**src/mems_pkg.sv**
```systemverilog
// Shared types for the sensor-configuration bridge
package mems_pkg;

  // Width of one sensor command as sent in a single SPI frame
  parameter int cmd_word_w = 24;

  // Bit 23 of the command word; MEMS convention is top bit set for a read
  typedef enum logic {
    op_write = 1'b0,
    op_read  = 1'b1
  } mems_op_e;

  // Command word as it sits in the queue and on the wire, MSB first
  typedef struct packed {
    mems_op_e    op;    // Read or write
    logic [6:0]  addr;  // Sensor register address
    logic [15:0] data;  // Write payload, don't care for reads
  } mems_cmd_t;

  // SPI master FSM
  typedef enum logic [1:0] {
    st_idle  = 2'd0,  // Waiting for a queued command
    st_shift = 2'd1,  // Frame in progress, cs low
    st_gap   = 2'd2   // cs high for one sck period between frames
  } spi_state_e;

endpackage
```
**src/mems_bridge_top.sv**
```systemverilog
`timescale 1ns/1ps

// UART command bridge to a MEMS sensor over SPI
module mems_bridge_top #(
  parameter int BAUD_DIV   = 434,  // Clocks per UART bit
  parameter int FIFO_DEPTH = 8,    // Queued commands
  parameter int CLK_DIV    = 9     // sck period exponent
) (
  input  logic        clk,
  input  logic        rst,
  input  logic        rx,
  output logic        sck,
  output logic        mosi,
  input  logic        miso,
  output logic        cs,        // Active low
  output logic [15:0] rd_data,
  output logic        rd_valid,
  output logic        overflow   // Sticky
);

  logic [7:0]          byte_data;
  logic                byte_valid;
  logic                push;
  mems_pkg::mems_cmd_t push_cmd;
  logic                full;
  logic                pop;
  mems_pkg::mems_cmd_t pop_cmd;
  logic                empty;

  uart_rx #(.BAUD_DIV(BAUD_DIV)) uart_rx_inst (
    .clk        (clk),
    .rst        (rst),
    .rx         (rx),
    .byte_data  (byte_data),
    .byte_valid (byte_valid)
  );

  cmd_assembler #(.BAUD_DIV(BAUD_DIV)) cmd_assembler_inst (
    .clk        (clk),
    .rst        (rst),
    .byte_data  (byte_data),
    .byte_valid (byte_valid),
    .full       (full),
    .push       (push),
    .push_cmd   (push_cmd),
    .overflow   (overflow)
  );

  word_fifo #(.FIFO_DEPTH(FIFO_DEPTH)) word_fifo_inst (
    .clk      (clk),
    .rst      (rst),
    .push     (push),
    .push_cmd (push_cmd),
    .pop      (pop),
    .pop_cmd  (pop_cmd),
    .full     (full),
    .empty    (empty)
  );

  // Pulls commands off the queue with the pop and empty handshake
  mems_spi_master #(.CLK_DIV(CLK_DIV)) mems_spi_master_inst (
    .clk      (clk),
    .rst      (rst),
    .pop_cmd  (pop_cmd),
    .empty    (empty),
    .pop      (pop),
    .sck      (sck),
    .mosi     (mosi),
    .miso     (miso),
    .cs       (cs),
    .rd_data  (rd_data),
    .rd_valid (rd_valid)
  );

endmodule

```
**src/mems_spi_master.sv**
```systemverilog
`timescale 1ns/1ps

// Mode-0 SPI master, one 24-bit command per cs frame
module mems_spi_master #(
  parameter int CLK_DIV = 9  // sck period is 2**CLK_DIV clocks
) (
  input  logic                clk,
  input  logic                rst,
  input  mems_pkg::mems_cmd_t pop_cmd,
  input  logic                empty,
  output logic                pop,
  output logic                sck,
  output logic                mosi,
  input  logic                miso,
  output logic                cs,
  output logic [15:0]         rd_data,
  output logic                rd_valid
);

  localparam int w = mems_pkg::cmd_word_w;
  localparam logic [CLK_DIV-1:0] div_last = '1;                             // sck falls here
  localparam logic [CLK_DIV-1:0] div_rise = {1'b0, {(CLK_DIV-1){1'b1}}};  // sck rises here
  localparam logic [4:0] bit_last = 5'(w - 1);

  mems_pkg::spi_state_e state;
  logic [CLK_DIV-1:0]   div_cnt;   // Position inside the current sck period
  logic [4:0]           bit_cnt;   // Bits sent in this frame
  logic [w-1:0]         shreg;     // Command out at the top, MISO in at the bottom
  logic                 miso_bit;  // MISO caught on the rising edge
  logic                 is_read;   // Frame carries an op_read

  always_ff @(posedge clk) begin
    if (rst) begin
      state    <= mems_pkg::st_idle;
      div_cnt  <= '0;
      bit_cnt  <= '0;
      pop      <= 1'b0;
      sck      <= 1'b0;
      mosi     <= 1'b0;
      cs       <= 1'b1;
      rd_valid <= 1'b0;
      is_read  <= 1'b0;
    end else begin
      pop      <= 1'b0;  // Both strobes are single cycle
      rd_valid <= 1'b0;
      case (state)
        mems_pkg::st_idle: begin
          if (!empty) begin
            pop     <= 1'b1;  // Head leaves the queue at the next edge
            cs      <= 1'b0;  // Falls together with pop
            mosi    <= pop_cmd[w-1];  // MSB ready before the first rising edge
            is_read <= (pop_cmd.op == mems_pkg::op_read);
            div_cnt <= '0;
            bit_cnt <= '0;
            state   <= mems_pkg::st_shift;
          end
        end

        mems_pkg::st_shift: begin
          div_cnt <= div_cnt + 1'b1;
          if (div_cnt == div_rise) begin
            sck <= 1'b1;  // Sensor samples mosi here
          end else if (div_cnt == div_last) begin
            sck <= 1'b0;
            if (bit_cnt == bit_last) begin
              // Half a period after the last rising edge
              cs    <= 1'b1;
              mosi  <= 1'b0;
              state <= mems_pkg::st_gap;
            end else begin
              mosi    <= shreg[w-2];  // Next bit after this edge's shift
              bit_cnt <= bit_cnt + 1'b1;
            end
          end
        end

        mems_pkg::st_gap: begin
          div_cnt <= div_cnt + 1'b1;  // Wrapped to zero at frame end
          if (div_cnt == '0)
            rd_valid <= is_read;  // Cycle after cs rises
          if (div_cnt == div_last)
            state <= mems_pkg::st_idle;  // Full sck period with cs high
        end

        default: begin
          state <= mems_pkg::st_idle;
          cs    <= 1'b1;
          sck   <= 1'b0;
        end
      endcase
    end
  end

  // Datapath: load, sample on rise, shift on fall
  always_ff @(posedge clk) begin
    if (state == mems_pkg::st_idle && !empty)
      shreg <= pop_cmd;
    if (state == mems_pkg::st_shift && div_cnt == div_rise)
      miso_bit <= miso;
    if (state == mems_pkg::st_shift && div_cnt == div_last)
      shreg <= {shreg[w-2:0], miso_bit};
    if (state == mems_pkg::st_gap && div_cnt == '0)
      rd_data <= shreg[15:0];  // Last 16 bits seen on MISO
  end

endmodule

```
**src/word_fifo.sv**
```systemverilog
`timescale 1ns/1ps

// Command queue, first word falls through to pop_cmd
module word_fifo #(
  parameter int FIFO_DEPTH = 8  // Power of two
) (
  input  logic                clk,
  input  logic                rst,
  input  logic                push,
  input  mems_pkg::mems_cmd_t push_cmd,
  input  logic                pop,
  output mems_pkg::mems_cmd_t pop_cmd,
  output logic                full,
  output logic                empty
);

  localparam int aw = $clog2(FIFO_DEPTH);

  mems_pkg::mems_cmd_t mem [FIFO_DEPTH];
  logic [aw:0]         wr_ptr;  // Extra MSB tells full from empty
  logic [aw:0]         rd_ptr;
  logic                do_push;
  logic                do_pop;

  assign empty = (wr_ptr == rd_ptr);
  assign full  = (wr_ptr[aw] != rd_ptr[aw]) && (wr_ptr[aw-1:0] == rd_ptr[aw-1:0]);

  // A push into a full queue is fine when the head leaves the same cycle
  assign do_push = push && (!full || pop);
  assign do_pop  = pop && !empty;

  assign pop_cmd = mem[rd_ptr[aw-1:0]];  // Valid whenever empty is low

  always_ff @(posedge clk) begin
    if (rst) begin
      wr_ptr <= '0;
      rd_ptr <= '0;
    end else begin
      if (do_push)
        wr_ptr <= wr_ptr + 1'b1;
      if (do_pop)
        rd_ptr <= rd_ptr + 1'b1;
    end
  end

  // Storage
  always_ff @(posedge clk) begin
    if (do_push)
      mem[wr_ptr[aw-1:0]] <= push_cmd;
  end

endmodule

```
**src/cmd_assembler.sv**
```systemverilog
`timescale 1ns/1ps

// Builds 24-bit commands from three bytes, MSB byte first
module cmd_assembler #(
  parameter int BAUD_DIV = 434  // Clocks per UART bit, sets the idle timeout
) (
  input  logic                clk,
  input  logic                rst,
  input  logic [7:0]          byte_data,
  input  logic                byte_valid,
  input  logic                full,
  output logic                push,
  output mems_pkg::mems_cmd_t push_cmd,
  output logic                overflow
);

  // Two byte times of silence drops a partial word
  localparam int idle_limit = 20 * BAUD_DIV;
  localparam int idle_w     = $clog2(idle_limit + 1);

  logic [mems_pkg::cmd_word_w-1:0] acc;       // Byte accumulator
  logic [1:0]                      byte_cnt;  // Bytes held so far, 0..2
  logic [idle_w-1:0]               idle_cnt;  // Clocks since the last byte
  logic                            timeout;

  assign timeout  = (idle_cnt == idle_w'(idle_limit));
  assign push_cmd = mems_pkg::mems_cmd_t'(acc);  // Whole word is in acc while push is high

  always_ff @(posedge clk) begin
    if (rst) begin
      byte_cnt <= '0;
      idle_cnt <= '0;
      push     <= 1'b0;
      overflow <= 1'b0;
    end else begin
      push <= 1'b0;
      if (byte_valid) begin
        idle_cnt <= '0;
        if (byte_cnt == 2'd2) begin
          byte_cnt <= '0;
          // Queue only shrinks until our push, so full cannot rise in between
          if (full)
            overflow <= 1'b1;  // Sticky until reset
          else
            push <= 1'b1;
        end else begin
          byte_cnt <= byte_cnt + 1'b1;
        end
      end else if (byte_cnt != 2'd0) begin
        if (timeout) begin
          byte_cnt <= '0;  // Resync, next byte starts a new word
          idle_cnt <= '0;
        end else begin
          idle_cnt <= idle_cnt + 1'b1;
        end
      end
    end
  end

  // Shift in each byte at the bottom
  always_ff @(posedge clk) begin
    if (byte_valid)
      acc <= {acc[mems_pkg::cmd_word_w-9:0], byte_data};
  end

endmodule

```
**src/uart_rx.sv**
```systemverilog
`timescale 1ns/1ps

// 8N1 receiver, LSB first, one-cycle byte_valid pulse
module uart_rx #(
  parameter int BAUD_DIV = 434  // Clocks per bit
) (
  input  logic       clk,
  input  logic       rst,
  input  logic       rx,
  output logic [7:0] byte_data,
  output logic       byte_valid
);

  localparam int cnt_w = $clog2(BAUD_DIV);
  localparam logic [cnt_w-1:0] bit_last = cnt_w'(BAUD_DIV - 1);      // Full bit reload
  localparam logic [cnt_w-1:0] bit_half = cnt_w'(BAUD_DIV / 2 - 1);  // Edge to mid-bit

  logic             rx_meta;   // First synchronizer stage
  logic             rx_sync;   // Safe to use
  logic             rx_last;   // For falling edge detect
  logic             busy;      // Inside a character
  logic [cnt_w-1:0] baud_cnt;  // Counts down to the next sample point
  logic [3:0]       bit_idx;   // 0 start, 1..8 data, 9 stop
  logic [7:0]       shift;     // Data bits, LSB arrives first
  logic             sample;    // Mid-bit strobe

  assign sample = busy && (baud_cnt == '0);

  // Two-flop synchronizer, idles high like the line
  always_ff @(posedge clk) begin
    if (rst) begin
      rx_meta <= 1'b1;
      rx_sync <= 1'b1;
      rx_last <= 1'b1;
    end else begin
      rx_meta <= rx;
      rx_sync <= rx_meta;
      rx_last <= rx_sync;
    end
  end

  always_ff @(posedge clk) begin
    if (rst) begin
      busy       <= 1'b0;
      baud_cnt   <= '0;
      bit_idx    <= '0;
      byte_valid <= 1'b0;
    end else begin
      byte_valid <= 1'b0;  // Pulse only
      if (!busy) begin
        // Falling edge only, so a low stop bit cannot retrigger
        if (rx_last && !rx_sync) begin
          busy     <= 1'b1;
          baud_cnt <= bit_half;
          bit_idx  <= '0;
        end
      end else if (!sample) begin
        baud_cnt <= baud_cnt - 1'b1;
      end else begin
        baud_cnt <= bit_last;
        bit_idx  <= bit_idx + 1'b1;
        if (bit_idx == 4'd0) begin
          if (rx_sync)
            busy <= 1'b0;  // Start bit gone high again, just a glitch
        end else if (bit_idx == 4'd9) begin
          busy       <= 1'b0;
          byte_valid <= rx_sync;  // Bad stop bit, byte silently dropped
        end
      end
    end
  end

  // Payload path
  always_ff @(posedge clk) begin
    if (sample && (bit_idx != 4'd0) && (bit_idx != 4'd9))
      shift <= {rx_sync, shift[7:1]};
    if (sample && (bit_idx == 4'd9))
      byte_data <= shift;
  end

endmodule

```
**config.mk**
```make
export PLATFORM = sky130hd
export DESIGN_NAME = mems_bridge_top
export DESIGN_NICKNAME = d
export VERILOG_FILES = /design/src/mems_pkg.sv /design/src/mems_bridge_top.sv /design/src/mems_spi_master.sv /design/src/word_fifo.sv /design/src/cmd_assembler.sv /design/src/uart_rx.sv
export SDC_FILE = /design/constraint.sdc
export NUM_CORES = 1
export LEC_CHECK = 0
export ABC_AREA = 1
export BUFFER_PORTS_ARGS = -buffer_cell sky130_fd_sc_hd__buf_4
export CAP_MARGIN = 0
export CORE_MARGIN = 1.5
export CORE_UTILIZATION = 45
export DETAILED_ROUTE_END_ITERATION = 8
export GPL_ROUTABILITY_DRIVEN = 0
export MAX_ROUTING_LAYER = met4
export PLACE_DENSITY = 0.58
export SYNTH_ARGS = -nofsm -noshare
export SYNTH_HDL_FRONTEND = slang
export SYNTH_SLANG_ARGS = --single-unit
```
**constraint.sdc**
```tcl
create_clock -name clk -period 3.1 [get_ports clk]
set_input_delay 0.465 -clock clk [delete_from_list [all_inputs] [get_ports clk]]
set_output_delay 0.465 -clock clk [all_outputs]
set_load 0.03 [all_outputs]
```
Yosys cells after proc, flatten, opt, wreduce, memory -nomap -nowiden
Memory sizes are Yosys's and may differ from the RTL's. A register that Yosys moved wholly into a read port is not among the register bits.
Index checks and enable logic that the tools add are counted.

storage, ports and cells
  register bits = 146
  memory bits (writable) = 192
  input port bits = 4
  output and inout port bits = 21
  memories = 1

memory list
  name                words  bits a word  read ports  clocked after memory_dff  wr ports  line             RTL
  word_fifo_inst.mem  8      24           1           1                         1         word_fifo.sv:19  mems_pkg::mems_cmd_t mem [FIFO_DEPTH];

cells by class
  $add $sub $neg = 8
  eq/ne operators = 20
  muxes and demuxes = 51
  bitwise gates (word level) = 10
  reduce and logical (&&, ||, !) cells = 45

operator list
  operator                                                                count
  23-bit 2-to-1 mux                                                       2
  9-bit 2-to-1 mux                                                        4
  1-bit 2-to-1 mux                                                        20
  5-bit 2-to-1 mux                                                        4
  9-bit zero test                                                         2
  2-bit 2-to-1 mux                                                        9
  9-bit one-hot mux with 2 select lines                                   1
  5-bit AND reduction                                                     3
  14-bit by 1-bit adder with 14-bit output (second input constant)        1
  14-bit equality test (second input constant)                            1
  14-bit 2-to-1 mux                                                       1
  2-bit nonzero test                                                      7
  4-bit by 1-bit adder with 4-bit output (second input constant)          3
  1-bit logical AND                                                       12
  4-bit 2-to-1 mux                                                        3
  1-bit inverter                                                          10
  5-bit one-hot mux with 2 select lines                                   1
  2-bit AND reduction                                                     5
  9-bit by 1-bit adder with 9-bit output (second input constant)          1
  9-bit by 8-bit equality test with 1-bit output (second input constant)  1
  9-bit equality test (second input constant)                             1
  9-bit by 1-bit subtractor with 9-bit output (second input constant)     1
  2-bit inequality test (second input constant)                           4
  2-bit OR reduction                                                      4
  25 further kinds                                                        33

Longest topological paths before layout
  depth in word-level cells = 7
  depth in mapped cells = 14
  gate-level depth less buffers = 14

By module
A second synthesis with hierarchy kept.

second synthesis, totals
  cells, all modules = 1200
  area, all modules = 14005.9 um2

by module, submodules not included
  module           instances  cells an instance  area an instance (um2)  sequential area each (um2)
  word_fifo        1          630                8109.0                  5985.7
  mems_spi_master  1          254                2737.6                  1641.6
  cmd_assembler    1          164                1716.6                  1081.0
  uart_rx          1          152                1442.6                  840.8

Worst setup path before layout
No wires, ideal clock.

  path kind = reg2reg
  start point = register word_fifo_inst.wr_ptr[2]
  end point = memory word_fifo_inst.mem[0][0] in the netlist's numbering, enable pin
  setup time = 405 ps
  arrival time = 2093 ps
  data required time = 2695 ps
  setup slack = 602 ps
  stages on the path, launching flop included = 11
  period minus slack after synthesis = 2498 ps
  cell sequence = dfxtp_1 -> buf_4 -> inv_2 -> nand2_1 -> nand2_1 -> inv_1 -> nand4_2 -> nand2_1 -> inv_1 -> nand2_1 -> nor2_1

on the way
  word-level cells in the longest chain between the ends = 7

RTL lines
  item                                    line             RTL
  start, declared                         word_fifo.sv:20  logic [aw:0] wr_ptr;
  start signal, assigned                  word_fifo.sv:40  wr_ptr <= wr_ptr + 1'b1;
  3-bit equality test                     word_fifo.sv:26  assign full = (wr_ptr[aw] != rd_ptr[aw]) && (wr_ptr[aw-1:0] == rd_ptr[aw-1:0]);
  1-bit logical AND                       word_fifo.sv:26
  1-bit zero test                         word_fifo.sv:29  assign do_push = push && (!full || pop);
  1-bit logical OR                        word_fifo.sv:29
  1-bit logical AND                       word_fifo.sv:29
  1-bit 2-to-1 mux                        word_fifo.sv:48  if (do_push)
  1-bit 2-to-1 mux (not written as such)  word_fifo.sv:49  mem[wr_ptr[aw-1:0]] <= push_cmd;
  end, declared                           word_fifo.sv:19

Several ways; a longest one is shown, not always the timed one.

Worst setup path after layout
  start point = register mems_spi_master_inst.div_cnt[0]
  end point = register mems_spi_master_inst.shreg[14], enable pin

on the way
  word-level cells in the longest chain between the ends = 3

RTL lines
  item                                 line                    RTL
  start, declared                      mems_spi_master.sv:26   logic [CLK_DIV-1:0] div_cnt;
  start signal, assigned               mems_spi_master.sv:60   div_cnt <= div_cnt + 1'b1;
  start signal, assigned               mems_spi_master.sv:78   div_cnt <= div_cnt + 1'b1;
  9-bit equality test                  mems_spi_master.sv:100  if (state == mems_pkg::st_shift && div_cnt == div_last)
  1-bit logical AND                    mems_spi_master.sv:100
  2-bit nonzero test (no source line)  -
  end signal, assigned                 mems_spi_master.sv:97   shreg <= pop_cmd;
  end signal, assigned                 mems_spi_master.sv:101  shreg <= {shreg[w-2:0], miso_bit};
  end, declared                        mems_spi_master.sv:28   logic [w-1:0] shreg;

Every way passes these cells.
A chain may end at the register's enable or synchronous reset.

==> reports/qor.txt <==
Reg2reg start = mems_spi_master_inst.div_cnt[0]$_SDFFE_PP0P_
Final period utilization = 0.6852
Clock root cell = clkbuf_16
R2r endpoint = mems_spi_master_inst.shreg[14]$_DFFE_PP_
Post-CTS Setup Bufs = 0
Via density = 5.284
Drt pass-1 iters = 5
Syn avg cell area = 11.51 sq um
Power per cell area = 677.8 nW/um^2
Synth Instances = 1,183
Clock buffer depth = 3
Rel. slew slack = 0.3247
Fillers = 2,556
Element type at the critical path end = flop
Crit path launch type = flop
Distinct cells, synth = 39
Most frequent cells in the layout = edfxtp_1, nand2_1, nor2_1
Tmin final = 2.124 ns
Total Routing Usage GR = 0.1981
Max Clock Freq = 0.4708 GHz
Routed len/inst = 17.82 um
Min-delay worst type = input pin to flop
Hold Path Cell Cnt = 1
Crit path DAT = 2.31 ns
Fin nets = 1,243
Htree depth = 2
R2r worst-path depth = 9
Most common cell after layout, fill and taps aside = edfxtp_1
Number of global-route vias before repair = 8,331
DRT antenna net count = 0
VDD IR max = 0.4430 mV
CTS tree = done
Fin Hold WS = 0.1246 ns
Gates resized, CTS repair = 0
Setup violators final = 0
Remaining Overflow, GRT = 0
Drt total wl = 29.23 mm
Flop2flop setup slack = 0.98 ns
WHS Endpoint = mems_spi_master_inst.miso_bit$_DFFE_PP_
Pins Over Slew Limit = 0
# DRC = 0
Seq cells post-synth = 341
Num rows = 63
Starting density of the core = 0.4581
Area Growth Syn to Fin = 14.14%
Fin util = 0.5229
Setup TNS = 0 ns
Port buffer count = 24
Post-Syn Area = 13,610 sq um
Die Footprint = 31,310 sq um
Core area = 29,720 sq um
Post-synthesis sequential area ratio = 0.7014
Min-delay src = miso
Die H = 176.9 um
Syn Nets = 1,204
Post-DP HPWL = 17.22 mm
Cts hold-fix bufs = 0
CTS buffer count = 37
Clk_lat worst skew = 0.53 ns
Largest net degree at the start of global routing = 97
Slew @ Worst Pin = 1.013 ns
Antenna violations before repair = 0
Crit Path Max Fanout = 23
RSZ-0062 raised after global routing = false
First-pass GRT wire length = 46.10 mm
DR iter-0 viols = 685
Status = finished, final reports clean
Crit Path Category = flop to flop
Max cap viols = 0
Critical Path RT = 3.28 ns
Share of cells above drive strength 1 = 0.1080
CTS Sinks = 341
Final hold vios = 0
Vias = 8,665
Die span in x = 176.9 um
Max Clock Skew = 0.02408 ns
Reg clk slew, reported paths = 0.06 ns
IO Pins = 25
N_diodes = 0
Pleak = 0.005505 uW
Warnings from Yosys = 0
-- critical path, cell delays in order, from the launching register on --
cell	delay [ns]
dfxtp_1	0.37
ha_1	0.20
nand2_1	0.06
inv_1	0.09
nand3_1	0.10
nor2_1	0.18
ha_1	0.26
nand2_2	0.10
nand2_1	0.09
buf_4	0.33
-- stage by stage --
step,setup slack (ns),instance area [sq um],total power (uW),instances
floorplan,0.6020,13610,5921,1183
global placement,1.015,14300,6190,1573
detailed placement,0.9500,14300,6192,1573
CTS,0.9656,15540,10630,1640
global route,0.7690,15540,10970,1640
finish,0.9758,15540,10530,1640
-- power breakdown --
part	total [uW]	internal (uW)	switching, uW
registers	5100	5020	80.0
logic	996	316	680
clock network	4440	2690	1750
-- registers in the layout (all words and copies together) (netlist names), 5 cells and up, named ones only --
name and flops:
cmd_assembler_inst.push_cmd 24, mems_spi_master_inst.shreg 23, mems_spi_master_inst.bit_cnt 5, uart_rx_inst.byte_data 8, mems_spi_master_inst.div_cnt 9, uart_rx_inst.baud_cnt 9, word_fifo_inst.mem 192, cmd_assembler_inst.idle_cnt 14
mems_spi_master_inst.rd_data 16, uart_rx_inst.shift 8
-- Yosys cell counts (all sizes together) --
library cell,number,share of area
nor3b,1,0.00055
a31oi,1,0.00046
nand3b,3,0.0017
xor2,11,0.0071
o21ai,109,0.040
a31o,1,0.00064
nor4,1,0.00046
or2,4,0.0018
ha,17,0.016
nand3,81,0.031
clkinv,2,0.00055
o21a,1,0.00055
nor2,177,0.050
buf,20,0.0089
nand2,186,0.052
and3,2,0.00092
o211ai,5,0.0028
edfxtp,272,0.60
nor3,17,0.0062
o22ai,2,0.00092
o221ai,41,0.026
and2,1,0.00046
o31ai,1,0.00055
nand4,8,0.0041
a21oi,41,0.015
inv,80,0.022
xnor2,1,0.00064
clkbuf,28,0.0077
dfxtp,69,0.10
-- cell type report --
type	count	area, sq um	share of cell area
timing repair buffer	48	397.9	0.02560
clock buffer	50	1035	0.06659
clock inverter	17	210.2	0.01353
multi-input combinational	712	3551	0.2285
inverter	82	307.8	0.01981
sequential	341	9550	0.6146
tap	390	488.0	0.03140
-- per-layer routing --
| metal | share of wire | up-vias | GRT usage |
|---|---|---|---|
| met2 | 0.47 | 193 | 0.3167 |
| met4 | 0.019 | 0 | 0.05650 |
| met1 | 0.46 | 4174 | 0.2644 |
| met5 | 0 | - | - |
| met3 | 0.044 | 47 | 0.02899 |
| li1 | - | 4251 | - |
-- how the worst max path moves through the flow --
stage                                                       startpoint                                         end  slack (ns)  cells past startpoint
after floorplan                  word_fifo_inst.wr_ptr[2]$_SDFFE_PP0P_          word_fifo_inst.mem[0][0]$_DFFE_PP_        0.60                     10
after global placement    mems_spi_master_inst.div_cnt[0]$_SDFFE_PP0P_    mems_spi_master_inst.shreg[22]$_DFFE_PP_        1.01                      9
after detailed placement  mems_spi_master_inst.div_cnt[0]$_SDFFE_PP0P_    mems_spi_master_inst.shreg[14]$_DFFE_PP_        0.95                      9
after CTS                 mems_spi_master_inst.div_cnt[0]$_SDFFE_PP0P_    mems_spi_master_inst.shreg[12]$_DFFE_PP_        0.97                      9
after global routing      mems_spi_master_inst.div_cnt[0]$_SDFFE_PP0P_  mems_spi_master_inst.state[1]$_SDFFE_PP0P_        0.77                     12
final                     mems_spi_master_inst.div_cnt[0]$_SDFFE_PP0P_    mems_spi_master_inst.shreg[14]$_DFFE_PP_        0.98                      9
-- cell families after synthesis --
logic type | after synthesis | share of synthesized area
compound gates | 202 | 0.08768
xor+xnor | 12 | 0.007720
fa+ha+maj | 17 | 0.01562
buf+inv | 130 | 0.03924
flops | 341 | 0.7014
simple gates | 481 | 0.1483
No activity file was read; power rests on OpenSTA's default activity.
